$ cat config.mk
export PLATFORM = sky130hd
export DESIGN_NAME = rs_release
export DESIGN_NICKNAME = d
export VERILOG_FILES = /design/src/rtl/rs_pkg.sv /design/src/rtl/rs_release.sv
export SDC_FILE = /design/constraint.sdc
export NUM_CORES = 1
export LEC_CHECK = 0
export ABC_CLOCK_PERIOD_IN_PS = 3170
export BUFFER_PORTS_ARGS = -buffer_cell sky130_fd_sc_hd__buf_2
export CAP_MARGIN = 20
export CELL_PAD_IN_SITES_DETAIL_PLACEMENT = 0
export CELL_PAD_IN_SITES_GLOBAL_PLACEMENT = 1
export CORE_AREA = 8 8 505 507
export DETAILED_ROUTE_END_ITERATION = 6
export DIE_AREA = 0 0 513 515
export PLACE_DENSITY_LB_ADDON = 0.05
export SYNTH_ARGS = -nofsm -noshare
export SYNTH_HDL_FRONTEND = slang
export SYNTH_SLANG_ARGS = --single-unit
$ cat constraint.sdc
create_clock -name vclk -period 3.17
set_input_delay 0.1585 -clock vclk [all_inputs]
set_output_delay 0.1585 -clock vclk [all_outputs]
set_load 0.01 [all_outputs]
$ cat src/rtl/rs_pkg.sv
`default_nettype none

package rs_pkg;

    // datapath and tag widths
    localparam int XLEN       = 32;
    localparam int ROB_ID_W   = 3;
    localparam int NUM_RS     = 8;
    localparam int DISPATCH_W = 2;

    typedef logic [ROB_ID_W-1:0] rob_id_t;
    typedef logic [XLEN-1:0]     word_t;

    // RV32I major opcodes handled by the stations
    typedef enum logic [6:0] {
        OP_LUI   = 7'b0110111,
        OP_AUIPC = 7'b0010111,
        OP_IMM   = 7'b0010011,
        OP_REG   = 7'b0110011,
        OP_JAL   = 7'b1101111,
        OP_JALR  = 7'b1100111,
        OP_BR    = 7'b1100011
    } opcode_t;

    // funct3 values that need special decode
    localparam logic [2:0] F3_ADD  = 3'b000;
    localparam logic [2:0] F3_SLT  = 3'b010;
    localparam logic [2:0] F3_SLTU = 3'b011;
    localparam logic [2:0] F3_SR   = 3'b101;

    // alu codes track funct3, sub and sra sit on the slt/sltu slots
    typedef enum logic [2:0] {
        ALU_ADD = 3'b000,
        ALU_SLL = 3'b001,
        ALU_SRA = 3'b010,
        ALU_SUB = 3'b011,
        ALU_XOR = 3'b100,
        ALU_SRL = 3'b101,
        ALU_OR  = 3'b110,
        ALU_AND = 3'b111
    } alu_op_t;

    // compare codes are the branch funct3 values
    typedef enum logic [2:0] {
        CMP_BEQ  = 3'b000,
        CMP_BNE  = 3'b001,
        CMP_BLT  = 3'b100,
        CMP_BGE  = 3'b101,
        CMP_BLTU = 3'b110,
        CMP_BGEU = 3'b111
    } cmp_op_t;

    typedef struct packed {
        logic    valid;
        opcode_t opcode;
        logic [2:0] funct3;
        logic [6:0] funct7;
        alu_op_t alu_op;
        cmp_op_t cmp_op;
        logic    use_cmp;
        word_t   rs1_v;
        word_t   rs2_v;
        logic    r1;
        logic    r2;
        rob_id_t rob_id1;
        rob_id_t rob_id2;
        rob_id_t rob_dest;
    } rs_entry_t;

endpackage

`default_nettype wire
$ cat src/rtl/rs_release.sv
`timescale 1ns/100ps
`default_nettype none

module rs_release #(
    parameter int NUM_RS = rs_pkg::NUM_RS
) (
    input  rs_pkg::rs_entry_t [NUM_RS-1:0]             station_entry,
    input  logic              [rs_pkg::DISPATCH_W-1:0] inst_valid,
    input  logic              [NUM_RS-1:0]             ex_done,
    output logic                                       full,
    output rs_pkg::word_t     [NUM_RS-1:0]             trace_rs1_v,
    output rs_pkg::word_t     [NUM_RS-1:0]             trace_rs2_v
);

    localparam int CNT_W = $clog2(NUM_RS + 1);

    logic [CNT_W-1:0] busy_cnt;

    always_comb begin
        busy_cnt = '0;
        for (int i = 0; i < NUM_RS; i++) begin
            busy_cnt = busy_cnt + CNT_W'(station_entry[i].valid);
        end
    end

    // look-ahead leaves room for a dual dispatch in flight
    assign full = (busy_cnt >= CNT_W'(NUM_RS - 1)) ||
                  ((busy_cnt >= CNT_W'(NUM_RS - 3)) && |inst_valid);

    always_comb begin
        for (int k = 0; k < NUM_RS; k++) begin
            trace_rs1_v[k] = '0;
            trace_rs2_v[k] = '0;
            if (ex_done[k]) begin
                trace_rs1_v[k] = station_entry[k].rs1_v;
                // op-imm second operand is an immediate, not a register
                if (station_entry[k].opcode != rs_pkg::OP_IMM) begin
                    trace_rs2_v[k] = station_entry[k].rs2_v;
                end
            end
        end
    end

endmodule

`default_nettype wire

* Word-level counts from Yosys, hierarchy flattened
Index checks and enable logic that the tools add are counted.
** Word-level totals
- Register bits :: 0
- Output and inout bits :: 513
- Logic and storage cells :: 44
- Input port bits :: 810
** Operators by class
- Reductions and logical operators :: 3
- Add/subtract/negate cells :: 7
- Order comparisons :: 2
- Muxes and demuxes :: 24
- Equal/unequal tests :: 8
** Operators by type and width (count)
- $mux W32 :: 24
- $ne A7 B5 Y1 const B :: 8
- $add A4 B1 Y4 :: 4
- $ge A4 B3 Y1 const B :: 2
- $add A3 B1 Y4 :: 1
- $add A2 B1 Y3 :: 1
- $add A1 B1 Y2 :: 1
- $reduce_or A2 Y1 :: 1
- $logic_and A1 B1 Y1 :: 1
- $logic_or A1 B1 Y1 :: 1

* Longest topological paths before layout
- Depth in word-level cells :: 10
- Gate-level depth with buffers :: 10
- Mapped depth without buffers :: 10

* Worst setup path before layout
Ideal clock, no wire load.
- Path kind :: input to output
- From :: in station_entry[99] in the netlist's numbering
- To :: out full
- Stages on the path :: 10
- Arrival :: 2.876 ns
- Data required time :: 3.012 ns
- Setup slack :: 0.136 ns
- Cell sequence :: inv_1 -> fa_1 -> fa_1 -> fa_1 -> inv_1 -> ha_1 -> fa_1 -> o31ai_1 -> a22o_1 -> o21ai_0
** Between the ends
- Word-level cells in the longest chain between the ends :: 10
** Ends and longest elaborated chain
- from (decl) :: line rs_release.sv:7 : input rs_pkg::rs_entry_t [NUM_RS-1:0] station_entry,
- $add A1 B1 Y2 (*) :: line rs_release.sv:22 : busy_cnt = busy_cnt + CNT_W'(station_entry[i].valid);
- $add A2 B1 Y3 (*) :: line rs_release.sv:22
- $add A3 B1 Y4 (*) :: line rs_release.sv:22
- $add A4 B1 Y4 (*) (4 in series) :: line rs_release.sv:22
- $ge A4 B3 Y1 :: line rs_release.sv:28 : ((busy_cnt >= CNT_W'(NUM_RS - 3)) && |inst_valid);
- $logic_and A1 B1 Y1 :: line rs_release.sv:28
- $logic_or A1 B1 Y1 (*) :: line rs_release.sv:27 : assign full = (busy_cnt >= CNT_W'(NUM_RS - 1)) ||
- to (decl) :: line rs_release.sv:10 : output logic full,
Every way passes the cells marked *; elsewhere a longest branch is shown, timed or not.

* Worst setup path after layout
- From :: in station_entry[399] in the netlist's numbering
- To :: out full
** Between the ends
- Word-level cells in the longest chain between the ends :: 8
** Ends and longest elaborated chain (line)
- $add A3 B1 Y4 (*) :: rs_release.sv:22
- $add A4 B1 Y4 (*) (4 in series) :: rs_release.sv:22
- $ge A4 B3 Y1 :: rs_release.sv:28
- $logic_and A1 B1 Y1 :: rs_release.sv:28
- $logic_or A1 B1 Y1 (*) :: rs_release.sv:27
Marked as above.

==> impl_metrics.env <==
export IMPL_status="finished with violations"
export IMPL_violations="negative setup slack"
export IMPL_die_x_um=513
export IMPL_drt_total_wl_um=126400
export IMPL_post_route_drc_count=0
export IMPL_coreArea_um2=247100
export IMPL_synthCells=610
export IMPL_max_freq_mhz=311.0
export IMPL_rsz0062_at_grt="yes"
export IMPL_std_cell_rows=183
export IMPL_ir_worst_vdd_mv=0.03354
export IMPL_syn_nets=1427
export IMPL_wl_per_cell_um=25.57
export IMPL_synth_seq_area_share_pct=0
export IMPL_regArea_um2=0
export IMPL_cp_arrival_ns=3.06
export IMPL_ys_warn_count=0
export IMPL_synth_area_um2=3931
export IMPL_cp_slowest_cell="fa_2"
export IMPL_p_leak_nw=6.381
export IMPL_ys_top_cells_by_area="and2_1, buf_6, clkbuf_1"
export IMPL_power_switching_share_pct=60.73
export IMPL_finalMaxSlewViolations=0
export IMPL_ys_types=15
export IMPL_p_sw_mw=1.103
export IMPL_drt_iter0_markers=184
export IMPL_fp_dieArea_um2=264200
export IMPL_grt_pass1_vias=10020
export IMPL_cp_start_kind="input port"
export IMPL_start_util_pct=1.591
export IMPL_cap_violations=0
export IMPL_grt_start_max_net_pins=34
export IMPL_synth_top_area_share_pct=81.48
export IMPL_num_fill_cells=29540
export IMPL_netlist_top_cells_count="and2_1, clkbuf_1, buf_6, inv_1"
export IMPL_p_per_area_nw_per_um2=135.8
export IMPL_via_per_inst=1.888
export IMPL_avgSynthCellArea_um2=6.445
export IMPL_gp_congestion=0.9131
export IMPL_ant_nets=0
export IMPL_cp_required_ns=3.01
export IMPL_n_clock_buffer=0
export IMPL_setup_ws_ns=-0.04510
export IMPL_overflow=0
export IMPL_antenna_found_initial=184
export IMPL_dp_hpwl_um=121800
export IMPL_path_max_fanout=2
export IMPL_fin_crit_ns=3.215
export IMPL_tns_ns=-0.04510
export IMPL_yosys_area_top_type="and2_1"
export IMPL_crit_type="in -> out"
export IMPL_internal_power_mw=0.7136
export IMPL_seq_cell_count=0
export IMPL_dr_pass1_iters=4
export IMPL_chipHeight_um=515
export IMPL_hp_class="in -> out"
export IMPL_finalSetupViolCount=1
export IMPL_maxSlewHeadroom_pct=29.07
export IMPL_clkPwrFrac_pct=0
export IMPL_ios=1323
export IMPL_dr_total_vias=9338
export IMPL_share_comb_of_total_power_pct=100.0
export IMPL_drive_above_1_share_pct=66.96
export IMPL_hold_slack_ns=0.6005
export IMPL_power_mw=1.817
export IMPL_synth_most_common_cell="and2_1"
export IMPL_crit_top_cell="fa_1"
export IMPL_grt_use_total_pct=8.926
export IMPL_hold_viol=0
export IMPL_max_stage_delay_ns=0.58
export IMPL_grt_pass1_wl_um=148400
export IMPL_fin_nets=2496
export IMPL_power_frac_seq_pct=0
export IMPL_portBuffers=1099
export IMPL_fin_crit_sh_pct=101.4
export IMPL_synthToLayoutAreaGrowth_pct=240.4
export IMPL_crit_path_end_kind="output port"
export IMPL_path_cells="buf_8, inv_4, fa_2, fa_1, fa_1, inv_1, ha_2, fa_1, o31ai_2, a22o_1, o21ai_2, buf_6"
export IMPL_worst_slew_pin_slew_ns=1.064
## power by group through the flow
stage	clock, mW	sequential (mW)	combinational [mW]
after floorplan	0	0	0.580
after global placement	0	0	1.96
after detailed placement	0	0	1.92
after CTS	0	0	1.95
after global routing	0.000000592	0	2.03
final	0.00000131	0	1.82
## layout by cell type (no fill, tap or decap), types with 2 or more instances in the layout
cell type / instances
o31a_1: 6
diode_2: 31
buf_2: 1097
or4b_1: 8
inv_1: 10
nand2_1: 8
nand2b_1: 2
and2_1: 512
ha_1: 2
buf_8: 2
o31a_2: 2
buf_4: 15
fa_1: 3
## stage by stage
step / utilization [%] / worst slack (ns) / cell area [um^2] / instances
floorplan: - / 0.1356 / 3931 / 610
global placement: 5.365 / -0.4664 / 13260 / 4913
detailed placement: 5.365 / -0.3485 / 13260 / 4913
CTS: 5.375 / -0.1792 / 13280 / 4913
global route: 5.399 / -0.1736 / 13340 / 4928
finish: 5.416 / -0.04510 / 13380 / 4945
## critical path, delay by kind of cell
family | cells | cell delay [ns]
buf+inv | 4 | 0.28
fa+ha+maj | 5 | 2.18
compound gates | 3 | 0.43
## routing by layer
layer	share of wire [%]	GRT usage (%)
met1	30	7.688
met2	49	16.40
met3	19	7.654
met4	1.7	0.5629
met5	0.54	0
## layout make-up
class / count / area (um^2) / area share, %
repair buffers: 1115 / 5644 / 42.18
inverters: 12 / 47.55 / 0.3553
multi-input cells: 550 / 3561 / 26.61
diodes: 31 / 77.57 / 0.5798
well taps: 3237 / 4050 / 30.27
## logic make-up after synthesis
group                      after synthesis  synth area share [%]
adders and majority gates                7                 2.992
AOI/OAI and AO/OA                       13                 2.578
and+or+nand+nor                        530                 84.60
buffers and inverters                   60                 9.834
## final timing paths
check                         startpoint          endpoint  cells past startpoint
worst min-delay path  station_entry[341]  trace_rs2_v[126]                      3
worst max-delay path  station_entry[399]              full                     12
## what timing repair did
item	in CTS	in global routing
setup buffers	0	0
pin swaps	7	3
setup endpoints to repair	1	1
gates resized for setup	10	3
hold buffers	0	0
(Power assumes the default switching activity.)
