<file path="config.mk">
export PLATFORM = sky130hd
export DESIGN_NAME = rs_station
export DESIGN_NICKNAME = d
export VERILOG_FILES = /design/src/rtl/rs_pkg.sv /design/src/rtl/rs_station.sv
export SDC_FILE = /design/constraint.sdc
export NUM_CORES = 1
export LEC_CHECK = 0
export ABC_CLOCK_PERIOD_IN_PS = 2550
export BUFFER_PORTS_ARGS = -buffer_cell sky130_fd_sc_hd__buf_2
export CAP_MARGIN = 20
export CORE_AREA = 2 2 198 200
export DETAILED_ROUTE_END_ITERATION = 16
export DIE_AREA = 0 0 200 202
export GPL_ROUTABILITY_DRIVEN = 1
export GPL_TIMING_DRIVEN = 1
export SLEW_MARGIN = 20
export SYNTH_ARGS = -nofsm -noshare
export SYNTH_HDL_FRONTEND = slang
export SYNTH_SLANG_ARGS = --single-unit
</file>
<file path="constraint.sdc">
create_clock -name clk -period 2.55 [get_ports clk]
set_input_delay 0.51 -clock clk [delete_from_list [all_inputs] [get_ports clk]]
set_output_delay 0.51 -clock clk [all_outputs]
set_load 0.05 [all_outputs]
</file>
<file path="src/rtl/rs_pkg.sv">
`default_nettype none

package rs_pkg;

    // datapath and tag widths
    localparam int XLEN       = 32;
    localparam int ROB_ID_W   = 3;
    localparam int NUM_RS     = 8;
    localparam int DISPATCH_W = 2;

    typedef logic [ROB_ID_W-1:0] rob_id_t;
    typedef logic [XLEN-1:0]     word_t;

    // RV32I major opcodes handled by the stations
    typedef enum logic [6:0] {
        OP_LUI   = 7'b0110111,
        OP_AUIPC = 7'b0010111,
        OP_IMM   = 7'b0010011,
        OP_REG   = 7'b0110011,
        OP_JAL   = 7'b1101111,
        OP_JALR  = 7'b1100111,
        OP_BR    = 7'b1100011
    } opcode_t;

    // funct3 values that need special decode
    localparam logic [2:0] F3_ADD  = 3'b000;
    localparam logic [2:0] F3_SLT  = 3'b010;
    localparam logic [2:0] F3_SLTU = 3'b011;
    localparam logic [2:0] F3_SR   = 3'b101;

    // alu codes track funct3, sub and sra sit on the slt/sltu slots
    typedef enum logic [2:0] {
        ALU_ADD = 3'b000,
        ALU_SLL = 3'b001,
        ALU_SRA = 3'b010,
        ALU_SUB = 3'b011,
        ALU_XOR = 3'b100,
        ALU_SRL = 3'b101,
        ALU_OR  = 3'b110,
        ALU_AND = 3'b111
    } alu_op_t;

    // compare codes are the branch funct3 values
    typedef enum logic [2:0] {
        CMP_BEQ  = 3'b000,
        CMP_BNE  = 3'b001,
        CMP_BLT  = 3'b100,
        CMP_BGE  = 3'b101,
        CMP_BLTU = 3'b110,
        CMP_BGEU = 3'b111
    } cmp_op_t;

    typedef struct packed {
        logic    valid;
        opcode_t opcode;
        logic [2:0] funct3;
        logic [6:0] funct7;
        alu_op_t alu_op;
        cmp_op_t cmp_op;
        logic    use_cmp;
        word_t   rs1_v;
        word_t   rs2_v;
        logic    r1;
        logic    r2;
        rob_id_t rob_id1;
        rob_id_t rob_id2;
        rob_id_t rob_dest;
    } rs_entry_t;

endpackage

`default_nettype wire
</file>
<file path="src/rtl/rs_station.sv">
`timescale 1ns/100ps
`default_nettype none

module rs_station #(
    parameter int ROB_ID_W = rs_pkg::ROB_ID_W
) (
    input  logic                              clk,
    input  logic                              arst_n,
    input  logic                              flush,
    input  logic                              load,
    input  rs_pkg::rs_entry_t                 load_entry,
    input  logic          [2**ROB_ID_W-1:0]   rob_ready,
    input  rs_pkg::word_t [2**ROB_ID_W-1:0]   rob_data,
    input  logic                              ex_done,
    input  rs_pkg::rob_id_t                   ex_rob_id,
    input  rs_pkg::word_t                     ex_data,
    output rs_pkg::rs_entry_t                 entry
);

    logic              valid_q;
    logic              r1_q;
    logic              r2_q;
    rs_pkg::rs_entry_t payload_q;

    logic              wake1;
    logic              wake2;
    rs_pkg::word_t     wake1_data;
    rs_pkg::word_t     wake2_data;

    // rob bus is checked first, own unit result as fallback
    always_comb begin
        wake1 = valid_q && !r1_q &&
                (rob_ready[payload_q.rob_id1] || (ex_done && ex_rob_id == payload_q.rob_id1));
        wake2 = valid_q && !r2_q &&
                (rob_ready[payload_q.rob_id2] || (ex_done && ex_rob_id == payload_q.rob_id2));
        wake1_data = rob_ready[payload_q.rob_id1] ? rob_data[payload_q.rob_id1] : ex_data;
        wake2_data = rob_ready[payload_q.rob_id2] ? rob_data[payload_q.rob_id2] : ex_data;
    end

    // control bits: flush, load, completion, then wakeup
    always_ff @(posedge clk or negedge arst_n) begin
        if (!arst_n) begin
            valid_q <= 1'b0;
            r1_q    <= 1'b0;
            r2_q    <= 1'b0;
        end else if (flush) begin
            valid_q <= 1'b0;
            r1_q    <= 1'b0;
            r2_q    <= 1'b0;
        end else if (load) begin
            valid_q <= 1'b1;
            r1_q    <= load_entry.r1;
            r2_q    <= load_entry.r2;
        end else if (ex_done) begin
            valid_q <= 1'b0;
            r1_q    <= 1'b0;
            r2_q    <= 1'b0;
        end else begin
            if (wake1) begin
                r1_q <= 1'b1;
            end
            if (wake2) begin
                r2_q <= 1'b1;
            end
        end
    end

    always_ff @(posedge clk) begin
        if (load) begin
            payload_q <= load_entry;
        end else begin
            if (wake1) begin
                payload_q.rs1_v <= wake1_data;
            end
            if (wake2) begin
                payload_q.rs2_v <= wake2_data;
            end
        end
    end

    always_comb begin
        entry       = payload_q;
        entry.valid = valid_q;
        entry.r1    = r1_q;
        entry.r2    = r2_q;
    end

endmodule

`default_nettype wire

</file>
* Word level (Yosys, flattened, before mapping)
Index checks and enable logic that the tools add are counted.
Storage, ports and cells: register bits after elaboration 100, bits in latches 0, memory bits (writable) 0, ROM bits 0, bits of input ports 404, logic and storage cells 57, memories kept 0
Cells by class: add/sub/neg operators 0, multipliers 0, divide/modulo/power cells 0, order comparisons 2, equal/unequal tests 2, shifts and indexed selects 0, mux-type cells 24, bitwise logic cells 0, reductions and logical operators 15
Operators by type and width (number):
- $bmux W32 S3 | 2
- $mux W32 | 6
- $mux W64 | 1
- $mux W1 | 13
- $lt A3 B4 Y1 const B | 2
- $reduce_bool A4 Y1 | 2
- $bmux W1 S3 | 2
- $eq A3 B3 Y1 | 2
- $logic_and A1 B1 Y1 | 6
- $reduce_bool A2 Y1 | 2
- $reduce_bool A3 Y1 | 1
- $logic_not A1 Y1 | 2
- $logic_or A1 B1 Y1 | 2

* Longest topological paths before layout
word-level depth 8, depth in mapped cells 7, depth with buffers taken out 4

* Worst setup path before layout
Ideal clock, no wire load.
kind register -> register, from register payload_q (netlist bit entry[3]), to register payload_q (netlist bit entry[11]), enable pin, library setup time 0.400 ns, data arrival time 2.532 ns, required time 2.150 ns, slack -0.382 ns, stages on the path, launching flop included 7, cells stage by stage edfxtp_1 -> buf_2 -> mux4_2 -> mux2_2 -> buf_2 -> a41o_1 -> a31o_1
Between the ends: longest elaborated chain between the ends 5, elaborated cells on any way between the ends 7, those cells by class eq/ne: 1; mux: 2; reduce/logical: 4
RTL lines:
- from (decl) | line rs_station.sv:23 | rs_pkg::rs_entry_t payload_q;
- from (signal assigned) | line rs_station.sv:70 | payload_q <= load_entry;
- $bmux W1 S3 or $eq A3 B3 Y1 (tied branches) | line rs_station.sv:35 | (rob_ready[payload_q.rob_id2] || (ex_done && ex_rob_id == payload_q.rob_id2));
- $mux W1 (implied by the code) or $logic_and A1 B1 Y1 (tied branches) | line rs_station.sv:35
- $logic_or A1 B1 Y1 (*) | line rs_station.sv:35
- $logic_and A1 B1 Y1 (*) | line rs_station.sv:34 | wake2 = valid_q && !r2_q &&
- $reduce_bool A2 Y1 (no source line) (*)
Mark *: on every way between the ends. The rest lies on a longest branch, timed or not. The select of a mux whose other input is x is not followed. A chain may end at the register's enable or synchronous reset.

* Worst setup path after layout
from register payload_q (netlist bit entry[3]), to register payload_q (netlist bit entry[25]), enable pin
Same word-level chain as after synthesis.

==> flow_summary.json <==
{
  "grt_use_total_pct": 15.8,
  "fin_ws_ns": 0.187,
  "io_buffers": 502,
  "first_global_vias": 7964,
  "wl_met1_um": 12400,
  "fin_crit_ns": 2.36,
  "power.switching_mw": 2.30,
  "grt_pass1_wl_um": 47100,
  "fmax_mhz": 423,
  "fin_tns_setup_ns": 0,
  "ys_ff_latch": 100,
  "cts_resized": 0,
  "clock-skew-final_ns": 0.0143,
  "routed.top_layer": "met4",
  "numCtsBuffers": 9,
  "dr.pass1.iters": 7,
  "synth_area_leaders": "mux4_2, edfxtp_1, mux2_2",
  "met3_length_um": 2770,
  "dp_slack_ns": 0.0881,
  "place_congestion": 0.842,
  "p_sw_share_pct": 36.8,
  "core_area_um2": 38300,
  "routedWlPerCell_um": 20.4,
  "ys_types": 21,
  "clockRootBuffer": "clkbuf_16",
  "ioPinCount": 504,
  "p_seq_share_pct": 33.3,
  "cts_max_level": 3,
  "critPathMaxStageDelay_ns": 0.54,
  "syn_nets": 980,
  "place_hpwl_um": 26500,
  "crit_path_end_kind": "register",
  "synth_cells": 576,
  "area_growth_pct": 41.1,
  "clock-sinks": 100,
  "cpMaxStageDelayCell": "mux4_2",
  "synth_area_um2": 8420,
  "p_leak_nw": 5.08,
  "cts_tree": "built",
  "status": "finished, final reports clean",
  "drt_iter0_markers": 350,
  "dr_total_vias": 7411,
  "antenna_found_initial": 2,
  "critPathBufInv": 0,
  "pwr-share-comb_pct": 42.2,
  "num-nets-final": 1456,
  "drive_above_1_share_pct": 70.4,
  "ctsLongestPathBuffers": 2,
  "grt_start_max_net_pins": 87,
  "power_mw": 6.26,
  "maxCapViolCount": 0,
  "setup_viol": 0,
  "gr-total-overflow": 0,
  "wirelength_um": 32200,
  "max_slew_margin_pct": 56.9,
  "tightest_slew_ns": 0.646,
  "worstHoldPathType": "primary input to register",
  "drc_errors": 0,
  "via_per_inst": 4.70,
  "crit_path_cell_trace": "mux4_2 -> mux2_2 -> a41o_1 -> a31o_4",
  "synth_area_per_cell_um2": 14.6,
  "start_kind": "register",
  "path_class": "register to register",
  "internal_power_mw": 3.96,
  "cp.required_ns": 2.60,
  "fin_util_pct": 31.0,
  "synth_top_area_share_pct": 35.3,
  "drv_slew": 0,
  "finalCritPeriodShare_pct": 92.7,
  "die_x_um": 200,
  "rows": 72,
  "final_cell_area_um2": 11900,
  "p_per_area_nw_per_um2": 527,
  "clk_pin_slew_ns": 0.08,
  "cp_data_arrival_time_ns": 2.41,
  "dieArea_um2": 40400,
  "power_frac_clock_pct": 24.5,
  "synth_top_area_cell": "mux4_2",
  "wl_met2_um": 16300,
  "synth-seq-area-share_pct": 35.5,
  "final_hold_viol_count": 0,
  "placed_area_um2": 11500,
  "yosysWarnings": 0,
  "die_height_um": 202,
  "ant_nets": 0,
  "cp_max_fo": 32,
  "ir_worst_vdd_mv": 0.349,
  "start_util_pct": 22.0,
  "clk-insertion-delay-late_ns": 0.38,
  "rsz0062_at_grt": "no",
  "cpLargestDelayFamily": "multiplexers"
}
worst reg2reg max path, cell delays in order (launching register included):
cell	delay, ns
edfxtp_1	0.50
mux4_2	0.54
mux2_2	0.32
a41o_1	0.23
a31o_4	0.42
cell usage after synthesis:
cell type,n
a21oi_1,3
a22oi_1,1
a311oi_1,1
a31o_1,2
a41o_1,2
buf_1,7
buf_2,12
buf_4,13
buf_6,8
clkbuf_1,24
dfrtp_1,3
edfxtp_1,97
inv_1,3
mux2_2,66
mux2i_1,64
mux4_2,132
nand2_1,65
nand3_1,1
nor2_1,2
o21ai_0,64
xnor2_1,6
routing by layer:
metal	global-route usage, %	up-vias
li1	-	3345
met1	18.7	3675
met2	27.7	358
met3	4.31	33
met4	4.87	0
met5	0	-
cell families after synthesis:
family | Yosys count | share of synthesized area [%]
XOR/XNOR | 6 | 0.624
buffers and inverters | 67 | 4.46
multiplexers | 262 | 51.8
AND/OR/NAND/NOR | 68 | 3.05
flip-flops | 100 | 35.5
AO/OA/AOI/OAI | 73 | 4.62
power by group through the flow:
stage	registers, mW	clock network [mW]	logic (mW)
2_1_floorplan	2.71	0	1.23
3_3_place_gp	2.13	0	2.63
3_5_place_dp	2.13	0	2.67
4_1_cts	2.09	1.59	2.68
5_1_grt	2.11	1.65	2.83
6_report	2.09	1.53	2.64
stage by stage:
stage          std cells  hold slack, ns
2_1_floorplan        576           0.214
3_3_place_gp        1558           0.310
3_5_place_dp        1558           0.312
4_1_cts             1575           0.273
5_1_grt             1577           0.273
6_report            1578           0.300
flip-flops by register name (all words and copies together) (netlist names):
| name | flops |
|---|---|
| r2_q | 1 |
| r1_q | 1 |
| entry | 97 |
| valid_q | 1 |
cells in the final DEF (no fill, tap or decap), types with 6 or more instances in the layout:
cell / count
o21ai_0: 64
mux2_2: 66
buf_12: 9
edfxtp_1: 97
buf_4: 18
xnor2_1: 6
clkbuf_16: 9
mux2i_1: 64
nand2_1: 65
mux4_2: 132
buf_2: 501
cell type report:
class                           count  area (µm²)
Fill cell                        3930       26400
Multi-Input combinational cell    409        5070
Sequential cell                   100        2990
Timing Repair Buffer              529        2830
Tap cell                          518         648
Clock buffer                        9         225
Clock inverter                      7        93.8
Inverter                            3        11.3
Antenna cell                        3        7.51
path summary, 6_finish.rpt:
kind                            slack [ns]  depth (start not counted)   endpoint           start
worst min register to register        0.63                          2       r2_q            r2_q
min in group asynchronous             0.51                          2       r1_q          arst_n
worst max-delay path                  0.19                          4  entry[25]        entry[3]
worst min-delay path                  0.30                          1  entry[93]  load_entry[93]
max in group asynchronous             1.93                          2       r2_q          arst_n
worst max register to register        0.19                          4  entry[25]        entry[3]
timing repair:
action	in CTS	in global routing
hold buffers	1	0
endpoints found under the hold margin	3	0
buffers inserted	0	0
Power figures use the tool's default switching activity.
